$ cat config.mk
export PLATFORM = sky130hd
export DESIGN_NAME = PipelineCore
export DESIGN_NICKNAME = d
export VERILOG_FILES = /design/src/logic/PipeCtrlTypes.sv /design/src/logic/PipelineCore.sv /design/src/logic/CommitStage.sv /design/src/logic/RenameStage.sv /design/src/logic/DecodeStage.sv /design/src/logic/FetchStage.sv /design/src/logic/PipelineController.sv
export SDC_FILE = /design/constraint.sdc
export NUM_CORES = 1
export LEC_CHECK = 0
export ABC_CLOCK_PERIOD_IN_PS = 3010
export BUFFER_PORTS_ARGS = -buffer_cell sky130_fd_sc_hd__buf_2
export CAP_MARGIN = 30
export CORE_MARGIN = 2
export CORE_UTILIZATION = 50
export CTS_CLUSTER_SIZE = 14
export DETAILED_ROUTE_END_ITERATION = 6
export GPL_TIMING_DRIVEN = 0
export PLACE_DENSITY = 0.7
export SLEW_MARGIN = 15
export SYNTH_ARGS = -nofsm -noshare
export SYNTH_HDL_FRONTEND = slang
export SYNTH_SLANG_ARGS = --single-unit
$ cat constraint.sdc
create_clock -name clk -period 3.01 [get_ports clk]
set_input_delay 0.301 -clock clk [delete_from_list [all_inputs] [get_ports clk]]
set_output_delay 0.301 -clock clk [all_outputs]
set_load 0.005 [all_outputs]
$ cat src/logic/PipeCtrlTypes.sv
/* pipeline control types */
package PipeCtrlTypes;

    // instruction address and word
    typedef logic [7:0]  PcAddr;
    typedef logic [15:0] OpWord;

    // kind field, bits 15..14 of the word
    typedef logic [1:0] OpKind;

    localparam OpKind OP_NORMAL = 2'd0;
    localparam OpKind OP_DOUBLE = 2'd1;
    localparam OpKind OP_BRANCH = 2'd2;

    // word field positions
    localparam int KIND_MSB = 15;
    localparam int KIND_LSB = 14;
    localparam int MISPREDICT_BIT = 13;

    // active list capacity, shared by rename and commit
    localparam int ACTIVE_LIST_DEPTH = 4;

    typedef logic [1:0] ListPtr;

    // per-stage control, clear wins over stall
    typedef struct packed {
        logic stall;
        logic clear;
    } PipelineControl;

    // op travelling down the pipeline
    typedef struct packed {
        logic   valid;
        PcAddr  pc;
        OpWord  word;
        logic   uopIndex;
        ListPtr tag;
    } OpLatch;

    // one retired micro-op
    typedef struct packed {
        logic  valid;
        PcAddr pc;
        OpKind kind;
        logic  uopIndex;
    } RetireInfo;

endpackage
$ cat src/logic/PipelineCore.sv
/* pipeline control top */
`timescale 1ns/1ps

module PipelineCore (
    input  logic                     clk,
    input  logic                     rst,
    input  PipeCtrlTypes::OpWord     fetchWord,
    input  logic                     fetchHit,
    input  logic                     irq,
    input  logic                     fetchEnable,
    input  logic                     issueHold,
    output PipeCtrlTypes::PcAddr     fetchAddr,
    output PipeCtrlTypes::RetireInfo retire,
    output logic                     pipelineEmpty
);

    PipeCtrlTypes::PipelineControl npStage;
    PipeCtrlTypes::PipelineControl ifStage;
    PipeCtrlTypes::PipelineControl idStage;
    PipeCtrlTypes::PipelineControl rnStage;
    PipeCtrlTypes::PipelineControl isStage;
    PipeCtrlTypes::PipelineControl backEnd;

    PipeCtrlTypes::OpLatch fetchOut;
    PipeCtrlTypes::OpLatch decodeOut;
    PipeCtrlTypes::OpLatch renameOut;
    PipeCtrlTypes::PcAddr  redirectPc;

    logic ifSendBubble;
    logic npSendBubble;
    logic idStallUpper;
    logic rnSendBubble;
    logic cmFlushUpper;
    logic ifEmpty;
    logic idEmpty;
    logic rnEmpty;
    logic listEmpty;

    PipelineController ctrl_i (
        .rst, .ifSendBubble, .npSendBubble, .idStallUpper, .rnSendBubble,
        .cmFlushUpper, .issueHold, .ifEmpty, .idEmpty, .rnEmpty, .listEmpty,
        .npStage, .ifStage, .idStage, .rnStage, .isStage, .backEnd, .pipelineEmpty
    );

    FetchStage fetch_i (
        .clk, .rst, .npStage, .ifStage, .fetchWord, .redirect(cmFlushUpper),
        .redirectPc, .irq, .fetchEnable, .fetchHit, .fetchAddr, .fetchOut,
        .ifSendBubble, .npSendBubble, .ifEmpty
    );

    DecodeStage decode_i (
        .clk, .rst, .idStage, .fetchOut, .decodeOut, .idStallUpper, .idEmpty
    );

    RenameStage rename_i (
        .clk, .rst, .rnStage, .decodeOut, .retireValid(retire.valid),
        .flushed(cmFlushUpper), .renameOut, .rnSendBubble, .rnEmpty
    );

    CommitStage commit_i (
        .clk, .rst, .isStage, .backEnd, .renameOut, .retire, .cmFlushUpper,
        .redirectPc, .listEmpty
    );

endmodule

$ cat src/logic/CommitStage.sv
/* issue latch, active list and commit */
`timescale 1ns/1ps

module CommitStage (
    input  logic                          clk,
    input  logic                          rst,
    input  PipeCtrlTypes::PipelineControl isStage,
    input  PipeCtrlTypes::PipelineControl backEnd,
    input  PipeCtrlTypes::OpLatch         renameOut,
    output PipeCtrlTypes::RetireInfo      retire,
    output logic                          cmFlushUpper,
    output PipeCtrlTypes::PcAddr          redirectPc,
    output logic                          listEmpty
);

    localparam int DEPTH = PipeCtrlTypes::ACTIVE_LIST_DEPTH;

    PipeCtrlTypes::OpLatch issueLatch;
    PipeCtrlTypes::OpLatch entries [DEPTH];
    logic [DEPTH-1:0]      listValid;
    PipeCtrlTypes::ListPtr head;
    PipeCtrlTypes::OpLatch headOp;
    logic                  retireNow;
    logic                  listWrite;

    assign headOp    = entries[head];
    assign retireNow = listValid[head] && !backEnd.stall;
    assign listWrite = issueLatch.valid && !isStage.stall;

    // retire port
    always_comb begin
        retire.valid    = retireNow;
        retire.pc       = headOp.pc;
        retire.kind     = headOp.word[PipeCtrlTypes::KIND_MSB:PipeCtrlTypes::KIND_LSB];
        retire.uopIndex = headOp.uopIndex;
    end

    // taken mispredicted branch at the head
    assign cmFlushUpper = retireNow && (retire.kind == PipeCtrlTypes::OP_BRANCH) &&
        headOp.word[PipeCtrlTypes::MISPREDICT_BIT];
    assign redirectPc = headOp.word[7:0];

    // issue latch
    always_ff @(posedge clk) begin
        if (isStage.clear || cmFlushUpper) begin
            issueLatch.valid <= 1'b0;
        end else if (!isStage.stall) begin
            issueLatch <= renameOut;
        end
    end

    // list payload
    always_ff @(posedge clk) begin
        if (listWrite) begin
            entries[issueLatch.tag] <= issueLatch;
        end
    end

    // valid bits
    always_ff @(posedge clk) begin
        if (backEnd.clear || cmFlushUpper) begin
            listValid <= '0;
        end else begin
            if (retireNow) begin
                listValid[head] <= 1'b0;
            end
            if (listWrite) begin
                listValid[issueLatch.tag] <= 1'b1;
            end
        end
    end

    // head pointer, realigned with rename after a flush
    always_ff @(posedge clk) begin
        if (rst || cmFlushUpper) begin
            head <= '0;
        end else if (retireNow) begin
            head <= head + PipeCtrlTypes::ListPtr'(1);
        end
    end

    assign listEmpty = !issueLatch.valid && (listValid == '0);

endmodule

$ cat src/logic/RenameStage.sv
/* rename tagging and list occupancy */
`timescale 1ns/1ps

module RenameStage (
    input  logic                          clk,
    input  logic                          rst,
    input  PipeCtrlTypes::PipelineControl rnStage,
    input  PipeCtrlTypes::OpLatch         decodeOut,
    input  logic                          retireValid,
    input  logic                          flushed,
    output PipeCtrlTypes::OpLatch         renameOut,
    output logic                          rnSendBubble,
    output logic                          rnEmpty
);

    localparam int COUNT_W = $clog2(PipeCtrlTypes::ACTIVE_LIST_DEPTH + 1);

    logic [COUNT_W-1:0]    inFlight;
    PipeCtrlTypes::ListPtr nextTag;
    logic                  enter;

    // op accepted into the rename latch
    assign enter = decodeOut.valid && !rnStage.stall && !rnStage.clear;

    // one more op would overrun the list
    assign rnSendBubble = decodeOut.valid &&
        (32'(inFlight) + 32'd1 > PipeCtrlTypes::ACTIVE_LIST_DEPTH);

    // occupancy and tag pointer, both restart with the list on a flush
    always_ff @(posedge clk) begin
        if (rst || flushed) begin
            inFlight <= '0;
            nextTag  <= '0;
        end else begin
            if (enter) begin
                nextTag <= nextTag + PipeCtrlTypes::ListPtr'(1);
            end
            case ({enter, retireValid})
                2'b10:   inFlight <= inFlight + COUNT_W'(1);
                2'b01:   inFlight <= inFlight - COUNT_W'(1);
                default: inFlight <= inFlight;
            endcase
        end
    end

    // rename latch
    always_ff @(posedge clk) begin
        if (rnStage.clear) begin
            renameOut.valid <= 1'b0;
        end else if (!rnStage.stall) begin
            renameOut     <= decodeOut;
            renameOut.tag <= nextTag;
        end
    end

    assign rnEmpty = !renameOut.valid;

endmodule

$ cat src/logic/DecodeStage.sv
/* decode and micro-op split */
`timescale 1ns/1ps

module DecodeStage (
    input  logic                          clk,
    input  logic                          rst,
    input  PipeCtrlTypes::PipelineControl idStage,
    input  PipeCtrlTypes::OpLatch         fetchOut,
    output PipeCtrlTypes::OpLatch         decodeOut,
    output logic                          idStallUpper,
    output logic                          idEmpty
);

    typedef enum logic {
        FirstUop,
        SecondUop
    } UopState;

    UopState state;
    UopState stateNext;
    logic    isDouble;
    PipeCtrlTypes::OpLatch decodeNext;

    assign isDouble = fetchOut.valid && (fetchOut.word[PipeCtrlTypes::KIND_MSB:
        PipeCtrlTypes::KIND_LSB] == PipeCtrlTypes::OP_DOUBLE);

    // uop 0 of a double keeps the word in the fetch latch
    assign idStallUpper = isDouble && (state == FirstUop);

    always_comb begin
        decodeNext = fetchOut;
        decodeNext.tag = '0;
        stateNext = FirstUop;
        if (isDouble) begin
            if (state == FirstUop) begin
                decodeNext.uopIndex = 1'b0;
                stateNext = SecondUop;
            end else begin
                decodeNext.uopIndex = 1'b1;
            end
        end else begin
            decodeNext.uopIndex = 1'b0;
        end
    end

    // split state
    always_ff @(posedge clk) begin
        if (rst || idStage.clear) begin
            state <= FirstUop;
        end else if (!idStage.stall) begin
            state <= stateNext;
        end
    end

    // decode latch
    always_ff @(posedge clk) begin
        if (idStage.clear) begin
            decodeOut.valid <= 1'b0;
        end else if (!idStage.stall) begin
            decodeOut <= decodeNext;
        end
    end

    assign idEmpty = !decodeOut.valid;

endmodule

$ cat src/logic/FetchStage.sv
/* next-pc and fetch */
`timescale 1ns/1ps

module FetchStage (
    input  logic                          clk,
    input  logic                          rst,
    input  PipeCtrlTypes::PipelineControl npStage,
    input  PipeCtrlTypes::PipelineControl ifStage,
    input  PipeCtrlTypes::OpWord          fetchWord,
    input  logic                          redirect,
    input  PipeCtrlTypes::PcAddr          redirectPc,
    input  logic                          irq,
    input  logic                          fetchEnable,
    input  logic                          fetchHit,
    output PipeCtrlTypes::PcAddr          fetchAddr,
    output PipeCtrlTypes::OpLatch         fetchOut,
    output logic                          ifSendBubble,
    output logic                          npSendBubble,
    output logic                          ifEmpty
);

    PipeCtrlTypes::PcAddr  pc;
    PipeCtrlTypes::OpLatch fetchNext;

    // pc register
    always_ff @(posedge clk) begin
        if (rst) begin
            pc <= '0;
        end else if (redirect) begin
            pc <= redirectPc;
        end else if (!npStage.stall) begin
            pc <= pc + PipeCtrlTypes::PcAddr'(1);
        end
    end

    assign fetchAddr = pc;

    // word at the pc, tag is given later in rename
    always_comb begin
        fetchNext.valid    = fetchHit && !npStage.clear;
        fetchNext.pc       = pc;
        fetchNext.word     = fetchWord;
        fetchNext.uopIndex = 1'b0;
        fetchNext.tag      = '0;
    end

    // fetch latch
    always_ff @(posedge clk) begin
        if (ifStage.clear) begin
            fetchOut.valid <= 1'b0;
        end else if (!ifStage.stall) begin
            fetchOut <= fetchNext;
        end
    end

    // requests
    assign ifSendBubble = !fetchHit;
    assign npSendBubble = irq || !fetchEnable;
    assign ifEmpty      = !fetchOut.valid;

endmodule

$ cat src/logic/PipelineController.sv
/* pipeline stall and clear control */
`timescale 1ns/1ps

module PipelineController (
    input  logic rst,
    input  logic ifSendBubble,
    input  logic npSendBubble,
    input  logic idStallUpper,
    input  logic rnSendBubble,
    input  logic cmFlushUpper,
    input  logic issueHold,
    input  logic ifEmpty,
    input  logic idEmpty,
    input  logic rnEmpty,
    input  logic listEmpty,
    output PipeCtrlTypes::PipelineControl npStage,
    output PipeCtrlTypes::PipelineControl ifStage,
    output PipeCtrlTypes::PipelineControl idStage,
    output PipeCtrlTypes::PipelineControl rnStage,
    output PipeCtrlTypes::PipelineControl isStage,
    output PipeCtrlTypes::PipelineControl backEnd,
    output logic pipelineEmpty
);

    // front end, lower stages win
    always_comb begin
        npStage = '{stall: 1'b0, clear: 1'b0};
        ifStage = '{stall: 1'b0, clear: 1'b0};
        idStage = '{stall: 1'b0, clear: 1'b0};
        rnStage = '{stall: 1'b0, clear: 1'b0};

        if (rst) begin
            // write invalid latches everywhere
            npStage.clear = 1'b1;
            ifStage.clear = 1'b1;
            idStage.clear = 1'b1;
            rnStage.clear = 1'b1;
        end else if (cmFlushUpper) begin
            // squash everything not yet in the list, np takes the redirect
            ifStage.clear = 1'b1;
            idStage.clear = 1'b1;
            rnStage.clear = 1'b1;
        end else if (issueHold) begin
            // issue latch is full, keep the rename latch too
            npStage.stall = 1'b1;
            ifStage.stall = 1'b1;
            idStage.stall = 1'b1;
            rnStage.stall = 1'b1;
        end else if (rnSendBubble) begin
            // list would overflow, bubble downstream
            npStage.stall = 1'b1;
            ifStage.stall = 1'b1;
            idStage.stall = 1'b1;
            rnStage.stall = 1'b1;
            rnStage.clear = 1'b1;
        end else if (idStallUpper) begin
            // hold the double word while uop 0 goes out
            npStage.stall = 1'b1;
            ifStage.stall = 1'b1;
        end else if (ifSendBubble) begin
            // fetch miss, retry same pc
            npStage.stall = 1'b1;
            npStage.clear = 1'b1;
            ifStage.stall = 1'b1;
            ifStage.clear = 1'b1;
        end else if (npSendBubble) begin
            // interrupt or fetch disabled
            npStage.stall = 1'b1;
            npStage.clear = 1'b1;
        end
    end

    // back end, the list keeps retiring under a hold
    always_comb begin
        isStage = '{stall: 1'b0, clear: 1'b0};
        backEnd = '{stall: 1'b0, clear: 1'b0};
        if (rst) begin
            isStage.clear = 1'b1;
            backEnd.clear = 1'b1;
        end else begin
            isStage.stall = issueHold;
        end
    end

    // np fetches something unless cleared
    assign pipelineEmpty = npStage.clear && ifEmpty && idEmpty && rnEmpty && listEmpty;

endmodule

==> results.md, run 1 <==
- Die X-Extent: 120.5 um
- Worst Path Required: 3.07 ns
- CTS root buffer: clkbuf_16
- Area grow syn2layout: 17.32%
- Drt wl/cell: 18.65 um
- Pre-antenna DRT Iters: 4
- Crit. End Element: flop
- Die Span Y: 120.5 um
- Core area: 0.01324 mm^2
- CTS clk-pin slew, worst paths: 0.07 ns
- Max clock buf depth: 2
- Yosys top cell by area: edfxtp_1
- CTS sink cnt: 189
- Final Hold Vio Count: 0
- Count of final max-slew check failures: 0
- Fmax: 0.3537 GHz
- Distinct cell type count after synthesis: 40
- Largest net degree at the start of global routing: 23
- Syn nets: 380
- Post-Route WL: 11210 um
- Status: complete, no violations
- Post-Syn Instances: 351
- Ys async rst share: 0
- Number of diodes: 0
- Setup repair after global routing missed its margin: false
- Grt ovf: 0
- Synth cell count leaders: edfxtp_1, dfxtp_1, nor2_1
- Reg area: 0.005415 mm^2
- Rows: 42
- Mapped Area: 0.006782 mm^2
- CP max stage delay: 0.62 ns
- Detailed-route via count: 3209
- Initial Utilization: 0.5121
- H-Tree Depth: 4
- Share of post-route cells with drive strength above 1: 0.2871
- Prevailing post-synth register cell: edfxtp_1
- Total Negative Setup Slacks: 0 ns
- Worst-Skew Late Latency: 0.43 ns
- Post-synthesis average cell area: 19.32 um^2
- CTS buffer count: 17
- Buffers & Inverters on Critical Path: 2
- Fillers: 990
- Area contributors post-synth: edfxtp_1, dfxtp_1, mux4_2
- DRC: 0
- DIE AREA: 0.01451 mm^2
- Core Util, Final: 0.6008
- Post-route ant nets: 0
- Critical path's top delay family: simple AND/OR/NAND/NOR gates
- Final setup viols: 0
- Number of global-route vias before repair: 3284
- Peak supply drop: 445.5 uV
- Multi-input logic area: 0.001260 mm^2
- Register area share after synthesis: 0.7985
- Yosys top cell area share: 0.7218
- Buffers on Ports: 35
- CP arrival: 2.88 ns
- Critical path type: flop to flop
- Post-DP HPWL: 6986 um
- GRT Total Usage: 0.1675
- Rel. slew slack: 0.3633
- Power density cells: 680.4 mW/mm^2
- CTS tree: built
- Seq cells post-synth: 189
- Period utilisation layout: 0.9392
- Crit path cell chain: buf_6 -> mux4_2 -> nand4b_4 -> nand2_1 -> buf_2 -> nor2_4
- Routed vias/inst: 5.339
- Num ports: 43
- Crit-path slowest cell: nor2_4
- Initial DRC count: 237
- First-pass GRT wire length: 17450 um
- Total Nets Final: 441
- Initial antenna violation count: 0
- Clock skew: 0.008778 ns
- Yosys warning count: 0
- LEAKAGE: 2.668 nW
- Leading cell type by number of instances after synthesis: edfxtp_1
- Gp weighted congestion: 0.7525
- EDFF count, synth: 163
- Min Tclk post-route: 2.827 ns
- Worst hold path type: input pin to flop
- Setup crit start kind: flop
- Slew @ Worst Pin: 0.9422 ns
- Crit Path Max Fanout: 22
- Maxcap violations: 0
-- layer usage --
layer / global-route usage / part of all wire / wire length (um) / up-vias
li1: - / - / - / 1489
met1: 0.1986 / 0.39 / 4414 / 1622
met2: 0.2906 / 0.54 / 6036 / 83
met3: 0.04575 / 0.057 / 638 / 15
met4: 0.06686 / 0.011 / 119 / 0
met5: 0 / 0 / 0 / -
-- where the power goes --
group	switching (mW)	internal (mW)	leakage, nW
logic	0.0496	0.0223	0.641
registers	0.0193	2.88	1.71
clock network	0.955	1.49	0.318
-- stage by stage --
stage	cells	power (mW)	setup slack, ns	instance area, um^2	hold WS, ns
after floorplan	351	2.984	0.2031	6787	0.3999
after global placement	562	3.016	-1.155	7182	0.4011
after detailed placement	567	3.026	-0.4667	7264	0.4045
after CTS	599	5.456	0.01529	7940	0.02403
after global routing	601	5.556	0.007455	7956	0.02439
final	601	5.413	0.1831	7956	0.04750
-- final cells by class --
class                   instances  area share
repair buffers                 42     0.02956
clock buffers                  17     0.05347
clock inverters                15     0.02925
multi-input cells             134      0.1584
plain buffers                  19     0.01683
inverters                       9    0.004246
flip-flops and latches        189      0.6806
well taps                     176     0.02768
-- worst paths after layout --
check,cells past startpoint,slack [ns],end,start
max reg2reg,6,0.18,rename_i.renameOut[18],flop
min reg2reg,0,0.41,decode_i.decodeOut[20],fetch_i.fetchOut[20]
min,1,0.05,fetch_i.fetchOut[8],fetchWord[5]
max,6,0.18,rename_i.renameOut[18],flop
-- state kept, by name (all words and copies together) (netlist names), named ones only --
| signal | cells |
|---|---|
| commit_i.entries | 80 |
| commit_i.head | 2 |
| commit_i.issueLatch | 23 |
| commit_i.listValid | 4 |
| decode_i.decodeOut | 21 |
| decode_i.state | 1 |
| fetch_i.fetchAddr | 8 |
| fetch_i.fetchOut | 20 |
| rename_i.inFlight | 3 |
| rename_i.nextTag | 2 |
| rename_i.renameOut | 23 |
-- logic make-up (layout without fill, tap and decap cells) --
group           after synthesis  count (layout)  share of synthesized area
simple gates                 61              61                    0.04594
mux                          25              25                    0.07565
flops                       189             189                     0.7985
compound gates               32              32                    0.03081
xor+xnor                      9               9                    0.01162
buf+inv                      28             102                    0.02343
fa+ha+maj                     7               7                    0.01402
-- cell usage in the layout (no fill, tap or decap), drive strengths merged, types with 2 or more instances in the layout --
cell and n:
inv 14, mux4 21, mux2i 4, a21boi 4, clkinv 3, nor2 25
nand2 10, nor3 4, a311oi 2, o21a 4, a21oi 7, dfxtp 26
or3 3, clkinvlp 2, clkbuf 20, nand3 3, ha 6, nor4 5
nand4b 2, buf 58, edfxtp 163, xnor2 6, o21ai 6, xor2 3
bufinv 5, a211oi 5
-- repair_timing --
item	in CTS	in global routing
buffers inserted	0	2
endpoints found under the setup margin	77	46
resized for setup	5	2
endpoints found under the hold margin	0	0
hold buffers	0	0
Note: power is estimated with default switching activity, not from simulation.
==> run 2, diff against run 1 <==
--- a/config.mk
+++ b/config.mk
@@ -6,14 +6,15 @@
 export NUM_CORES = 1
 export LEC_CHECK = 0
 export ABC_CLOCK_PERIOD_IN_PS = 3010
-export BUFFER_PORTS_ARGS = -buffer_cell sky130_fd_sc_hd__buf_2
 export CAP_MARGIN = 30
-export CORE_MARGIN = 2
-export CORE_UTILIZATION = 50
+export CELL_PAD_IN_SITES_DETAIL_PLACEMENT = 2
+export CELL_PAD_IN_SITES_GLOBAL_PLACEMENT = 2
+export CORE_UTILIZATION = 43
 export CTS_CLUSTER_SIZE = 14
 export DETAILED_ROUTE_END_ITERATION = 6
+export DONT_BUFFER_PORTS = 1
 export GPL_TIMING_DRIVEN = 0
-export PLACE_DENSITY = 0.7
+export PLACE_DENSITY_LB_ADDON = 0.1
 export SLEW_MARGIN = 15
 export SYNTH_ARGS = -nofsm -noshare
 export SYNTH_HDL_FRONTEND = slang
==> run 2 against run 1 <==
  * Sequential power about the same
  * Non-clock buffer count decreased by 22
  * Highest routed layer unchanged
  * Hold slack improved by 0.15 ns
  * First-iteration DRC count increased by 7.6%
  * Final cell count increased by 2.5%
  * Final area about the same
==> results.md, run 2 (same netlist as run 1, synthesis figures left out) <==
- Worst flop-to-flop path endpoint: commit_i.issueLatch[5]
- Number of global-route vias before repair: 3637 (+11%)
- Area grow syn2layout: 17.38% (about the same)
- Slew @ Worst Pin: 0.9072 ns (-0.03496 ns)
- Gp weighted congestion: 0.7044 (-6.4%)
- Period utilisation layout: 0.9572 (+0.01804)
- Buffers on Ports: 0 (-100%)
- CTS tree: built
- Setup repair after global routing missed its margin: false
- Core Util, Final: 0.5198 (-0.08104)
- CTS clk-pin slew, worst paths: 0.07 ns (about the same)
- Final cell area excluding filler cells: 0.007960 mm^2 (about the same)
- CP Capture Point: commit_i.issueLatch[5]
- Grt ovf: 0 (unchanged)
- Worst R2R Setup Slack: 0.13 ns (-0.05 ns)
- Hold Slack: 0.1971 ns (+0.1496 ns)
- CP arrival: 2.94 ns (+0.06 ns)
- Final Hold Vio Count: 0 (unchanged)
- Fillers: 1378 (+39%)
- Initial antenna violation count: 0 (unchanged)
- Rows: 45 (+7.1%)
- Detailed-route via count: 3230 (+0.65%)
- Core area: 0.01531 mm^2 (+16%)
- Count of final max-slew check failures: 0 (unchanged)
- Biggest regs: commit_i.entries x80, commit_i.issueLatch x23, rename_i.renameOut x23
- Post-DP HPWL: 8845 um (+27%)
- Worst hold start: issueHold
- Initial DRC count: 255 (+7.6%)
- Routed vias/inst: 5.244 (-1.8%)
- DRC: 0 (unchanged)
- Max clock buf depth: 2 (unchanged)
- Post-route ant nets: 0 (unchanged)
- Crit Path Max Fanout: 12 (-45%)
- Post-Route WL: 14540 um (+30%)
- Critical path type: flop to flop
- GRT Total Usage: 0.1971 (+0.02955)
- Final setup viols: 0 (unchanged)
- Most common cell after layout, fill and taps aside: edfxtp_1
- Number of diodes: 0 (unchanged)
- Status: complete, no violations
- Drt wl/cell: 23.61 um (+27%)
- Largest net degree at the start of global routing: 22 (-4.3%)
- Peak supply drop: 382.7 uV (-14%)
- Die Span Y: 127.6 um (+5.9%)
- H-Tree Depth: 4 (unchanged)
- First-pass GRT wire length: 22380 um (+28%)
- Rel. slew slack: 0.3919 (+0.02857)
- Crit path cell chain: mux4_2 -> nand4b_4 -> buf_4 -> nand2_1 -> buf_2 -> nor2_4
- Clock skew: 0.01177 ns (+0.002991 ns)
- Die X-Extent: 127.6 um (+5.9%)
- Pre-antenna DRT Iters: 4 (unchanged)
- Share of post-route cells with drive strength above 1: 0.2247 (-0.06237)
- Worst Path Required: 3.07 ns (about the same)
- Num ports: 43 (unchanged)
- Worst-Skew Late Latency: 0.43 ns (about the same)
- Total Nets Final: 421 (-4.5%)
- Crit-path slowest cell: mux4_2
- CTS sink cnt: 189 (unchanged)
- LEAKAGE: 2.559 nW (-4.1%)
- Largest register by flop count: commit_i.entries
- Initial Utilization: 0.4428 (-0.06928)
- Post-DP Area: 0.007178 mm^2 (-1.2%)
- Min Tclk post-route: 2.881 ns (+0.05430 ns)
- Commonest non-fill, non-tap cells in the layout: edfxtp_1, dfxtp_1, mux4_2
- Setup crit start kind: flop
- R2R cell count: 6 (unchanged)
- Max FFs per register: 80 (unchanged)
- Setup WS pre-CTS: -0.6454 ns (-0.1788 ns)
- Maxcap violations: 0 (unchanged)
- Worst setup path startpoint: commit_i.head[0]
- DIE AREA: 0.01628 mm^2 (+12%)
- CTS root buffer: clkbuf_16
- CP max stage delay: 0.67 ns (+0.05 ns)
- Crit. End Element: flop
- Fmax: 0.3471 GHz (-1.9%)
- CTS buffer count: 17 (unchanged)
- Worst hold path type: input pin to flop
- Reg2Reg Launch Point: commit_i.head[0]
- Setup ws final: 0.1288 ns (-0.05430 ns)
- Power density cells: 659.0 mW/mm^2 (-3.1%)
run 2: cell count changes in the layout (fill, tap and decap cells not counted), moves of 2 or more:
| cell | delta |
|---|---|
| buf_2 | -36 |
| dlygate4sd3_1 | +11 |
| nor2_4 | +3 |
| buf_6 | +2 |
| bufinv_16 | -2 |
| clkinv_1 | +2 |
run 2: worst min-delay path by stage:
stage | end | cells past startpoint
6_report | rename_i.renameOut[27] | 3
5_1_grt | rename_i.renameOut[27] | 3
4_1_cts | rename_i.renameOut[27] | 3
3_5_place_dp | fetch_i.fetchOut[10] | 0
3_3_place_gp | fetch_i.fetchOut[6] | 0
2_1_floorplan | fetch_i.fetchOut[10] | 0
run 2: through the flow:
step	total power [mW]	setup TNS, ns	std cells
2_1_floorplan	2.984	0	351
3_3_place_gp	3.010	-135.45	562
4_1_cts	5.302	0	613
5_1_grt	5.394	0	616
3_5_place_dp	3.024	-26.98	568
6_report	5.246	0	616
run 2: where the power goes:
part           switching [mW]  internal [mW]
logic                  0.0580         0.0274
registers              0.0220           2.88
clock network           0.954           1.31
run 2: layer usage:
| layer | up-vias | track usage | wire (um) | share of wire |
|---|---|---|---|---|
| met2 | 63 | 0.3443 | 7646 | 0.53 |
| met3 | 13 | 0.04941 | 612 | 0.042 |
| met4 | 0 | 0.07059 | 184 | 0.013 |
| li1 | 1446 | - | - | - |
| met5 | - | 0 | 0 | 0 |
| met1 | 1708 | 0.2375 | 6099 | 0.42 |
run 2: cell type report:
type                    instances  area, um^2  area share
flip-flops and latches        189        5416      0.6804
multi-input cells             136        1297      0.1630
clock buffers                  18       429.2     0.05391
well taps                     211       264.0     0.03317
repair buffers                 20       217.7     0.02735
clock inverters                14       165.2     0.02075
plain buffers                  19       136.4     0.01713
inverters                       9       33.78    0.004244
run 2: worst max-delay path, delay by kind of cell, from the launching register on:
| kind | cells | cell delay [ns] |
|---|---|---|
| AND/OR/NAND/NOR | 3 | 0.84 |
| buffers and inverters | 2 | 0.51 |
| flip-flops | 1 | 0.48 |
| multiplexers | 1 | 0.67 |
run 2: what timing repair did:
item / CTS / global route
pin swaps: 2 / 0
gates resized for setup: 11 / 0
cloned: 2 / 0
buffers inserted: 0 / 3
hold buffers: 11 / 0
setup endpoints to repair: 87 / 2
endpoints found under the hold margin: 11 / 0
==> run 3, diff against run 2 <==
--- a/config.mk
+++ b/config.mk
@@ -5,11 +5,12 @@
 export SDC_FILE = /design/constraint.sdc
 export NUM_CORES = 1
 export LEC_CHECK = 0
+export ABC_AREA = 1
 export ABC_CLOCK_PERIOD_IN_PS = 3010
 export CAP_MARGIN = 30
 export CELL_PAD_IN_SITES_DETAIL_PLACEMENT = 2
 export CELL_PAD_IN_SITES_GLOBAL_PLACEMENT = 2
-export CORE_UTILIZATION = 43
+export CORE_UTILIZATION = 40
 export CTS_CLUSTER_SIZE = 14
 export DETAILED_ROUTE_END_ITERATION = 6
 export DONT_BUFFER_PORTS = 1
==> constraint.sdc (replaced) <==
create_clock -name clk -period 3.01 [get_ports clk]
set_input_delay 0.1505 -clock clk [delete_from_list [all_inputs] [get_ports clk]]
set_output_delay 0.1505 -clock clk [all_outputs]
set_load 0.005 [all_outputs]
==> run 3 against run 2 <==
  * Core utilization is 4.3 points lower
  * Critical path type unchanged
  * Final cell count is 29% higher
  * Highest routed layer unchanged
  * Sequential share of layout area fell by 2.2 points
  * Synthesized area grew 3.4%
  * Via count grew 26%
  * Routed wire length increased by 20%
  * Critical path depth increased by 10
==> results.md, run 3 <==
- Hold Slack: 0.01237 ns (-0.1847 ns)
- Syn nets: 538 (+42%)
- Number of global-route vias before repair: 4466 (+23%)
- DRC: 0 (unchanged)
- Buffers & Inverters on Critical Path: 3 (+1)
- Final Hold Vio Count: 0 (unchanged)
- P_sw: 1.319 mW (+28%)
- Status: complete, no violations
- CP Depth: 16 (+10)
- Setup repair after global routing missed its margin: false
- Maxcap violations: 0 (unchanged)
- Biggest regs: commit_i.entries x80, commit_i.issueLatch x23, rename_i.renameOut x23
- Yosys warning count: 0 (unchanged)
- Slew @ Worst Pin: 0.7711 ns (-0.1361 ns)
- Max FFs per register: 80 (unchanged)
- Count of final max-slew check failures: 0 (unchanged)
- Largest register by flop count: commit_i.entries
- Post-Syn Instances: 509 (+45%)
- Sw Share: 0.2366 (+0.03939)
- Post-synthesis average cell area: 13.78 um^2 (-29%)
- Post-DP Area: 0.007425 mm^2 (+3.4%)
- Final cell area excluding filler cells: 0.008223 mm^2 (+3.3%)
- Area grow syn2layout: 17.25%
- Grt ovf: 0 (unchanged)
- Mapped Area: 0.007013 mm^2 (+3.4%)
- CTS clk-pin slew, worst paths: 0.07 ns (about the same)
- Critical path's top delay family: simple AND/OR/NAND/NOR gates
- CP Capture Point: rename_i.inFlight[2]
- Worst Path Required: 3.33 ns (+0.26 ns)
- Peak supply drop: 443.7 uV (+16%)
- Share of post-route cells with drive strength above 1: 0.1426 (-0.08209)
- CTS sink cnt: 189 (unchanged)
- Critical path type: flop to flop
- Total Nets Final: 584 (+39%)
- Worst R2R Setup Slack: 0.31 ns (+0.18 ns)
- Seq cells post-synth: 189 (unchanged)
- Post-Layout Cell Count: 793 (+29%)
- Distinct cell type count after synthesis: 29 (-28%)
- R2R cell count: 16 (+10)
- Worst hold path type: input pin to flop
- Number of diodes: 0 (unchanged)
- Leading cell type by number of instances after synthesis: edfxtp_1
- Total Negative Setup Slacks: 0 ns (unchanged)
- Die X-Extent: 134.4 um (+5.4%)
- Prevailing post-synth register cell: edfxtp_1
- Post-Route WL: 17520 um (+20%)
- Synth cell count leaders: edfxtp_1, nand2_1, nor2_1
- LEAKAGE: 2.869 nW (+12%)
- Drt wl/cell: 22.10 um (-6.4%)
- Die Span Y: 134.4 um (+5.4%)
- CP max stage delay: 0.44 ns (-0.23 ns)
- Ys async rst share: 0 (unchanged)
- Clock skew: 0.01260 ns (+0.0008361 ns)
- Routed vias/inst: 5.134 (-2.1%)
- Comb power frac: 0.060 (+0.044)
- CTS buffer count: 17 (unchanged)
- H-Tree Depth: 4 (unchanged)
- Yosys top cell by area: edfxtp_1
- CTS root buffer: clkbuf_16
- Worst Hold Depth: 2 (-1)
- Setup ws final: 0.3117 ns (+0.1829 ns)
- DIE AREA: 0.01807 mm^2 (+11%)
- Initial antenna violation count: 0 (unchanged)
- Core area: 0.01724 mm^2 (+13%)
- Fmax: 0.3706 GHz (+6.8%)
- Power density cells: 678.3 mW/mm^2 (+2.9%)
- Setup WS pre-CTS: 0.2263 ns (+0.8717 ns)
- Min Tclk post-route: 2.698 ns (-0.1829 ns)
- First-pass GRT wire length: 26630 um (+19%)
- Detailed-route via count: 4071 (+26%)
- Num ports: 43 (unchanged)
- Register area share after synthesis: 0.7722 (-0.02636)
- CP arrival: 3.02 ns (+0.08 ns)
- Initial Utilization: 0.4069 (-0.03594)
- Crit path cell chain: inv_2 -> buf_6 -> nand2_1 -> nand3_1 -> nand2_1 -> nand2_2 -> nor2_8 -> nor2_4 -> nand3_1 -> ha_1 -> inv_1 -> fa_1 -> a21oi_1 -> o21ai_0 -> xor2_1 -> nor2_1
- Core Util, Final: 0.4771 (-0.04271)
- CTS tree: built
- Worst flop-to-flop path endpoint: rename_i.inFlight[2]
- Most common cell after layout, fill and taps aside: edfxtp_1
- Area contributors post-synth: edfxtp_1, dfxtp_1, nand2_1
- Setup crit start kind: flop
- GRT Total Usage: 0.2084 (+0.01133)
- Commonest non-fill, non-tap cells in the layout: edfxtp_1, nand2_1, nor2_1
- Post-route ant nets: 0 (unchanged)
- Rel. slew slack: 0.4831 (+0.09121)
- Crit. End Element: flop
- Final setup viols: 0 (unchanged)
- Yosys top cell area share: 0.6979 (-0.02382)
- Crit-path slowest cell: dfxtp_1
- Buffers on Ports: 0 (unchanged)
- Max clock buf depth: 2 (unchanged)
- Gp weighted congestion: 0.7538 (+7.0%)
- Initial DRC count: 168 (-34%)
- Clock power share: 0.413 (-0.018)
- Internal power: 4.258 mW (+1.1%)
- Worst-Skew Late Latency: 0.44 ns (about the same)
- Largest net degree at the start of global routing: 23 (+4.5%)
- Rows: 48 (+6.7%)
- Period utilisation layout: 0.8965 (-0.06075)
- Crit Path Max Fanout: 10 (-2)
- EDFF count, synth: 163 (unchanged)
- Post-DP HPWL: 11800 um (+33%)
- Post-Place Cells: 746 (+31%)
- Total power: 5.577 mW (+6.3%)
- Pre-antenna DRT Iters: 6 (+2)
- Flop pwr share: 0.527 (-0.025)
-- run 3: cell count changes after synthesis, moves of 5 or more --
cell / delta
a211oi_1: -5
a21oi_1: +9
inv_1: +27
mux4_2: -21
nand2_1: +55
nand3_1: +16
nor2_1: +34
o21ai_0: +37
o22ai_1: +19
-- run 3: final cells by class --
class	instances	area, um^2
inverters	39	146.4
flip-flops and latches	189	5415
fillers	1657	9014
well taps	225	281.5
clock inverters	15	182.7
repair buffers	27	290.3
multi-input cells	256	1324
plain buffers	25	157.7
clock buffers	17	425.4
-- run 3: worst min path at each step --
stage | startpoint | end | slack (ns)
2_1_floorplan | fetchWord[7] | fetch_i.fetchOut[10] | 0.25
3_3_place_gp | fetchWord[14] | fetch_i.fetchOut[17] | 0.25
3_5_place_dp | fetchWord[14] | fetch_i.fetchOut[17] | 0.25
4_1_cts | rst | fetch_i.fetchAddr[2] | 0.004
5_1_grt | rst | fetch_i.fetchAddr[2] | 0.02
6_report | rst | fetch_i.fetchAddr[4] | 0.01
-- run 3: worst register-to-register path: cells and delay by family, from the launching register on --
kind / cells / cell delay, ns
simple gates: 8 / 0.89
fa+ha+maj: 2 / 0.53
flops: 1 / 0.44
buf+inv: 3 / 0.31
compound gates: 2 / 0.27
xor+xnor: 1 / 0.15
-- run 3: logic make-up (layout without fill, tap and decap cells) --
kind of cell,Yosys count,after routing,synth area share
xor+xnor,9,9,0.01124
flops,189,189,0.7722
fa+ha+maj,7,7,0.01356
buf+inv,64,123,0.04335
compound gates,81,81,0.06262
simple gates,159,159,0.09705
-- run 3: routing by layer --
metal  GRT usage  share of wire  up-vias
li1            -              -     1890
met1      0.2531           0.43     2088
met2      0.3682           0.52       64
met3     0.03099          0.020       29
met4     0.09114          0.024        0
met5           0              0        -
-- run 3: power groups by stage --
stage               Combinational (mW)  Sequential (mW)  Clock (mW)
finish                           0.335             2.94        2.30
global route                     0.369             2.94        2.43
CTS                              0.331             2.94        2.35
detailed placement               0.311             3.00           0
global placement                 0.286             2.99           0
floorplan                        0.208             2.98           0
-- run 3: repair_timing --
item | in CTS | in global routing
setup endpoints to repair | 0 | 11
hold buffers | 12 | 1
setup buffers | 0 | 0
resized for setup | 0 | 1
endpoints found under the hold margin | 14 | 11
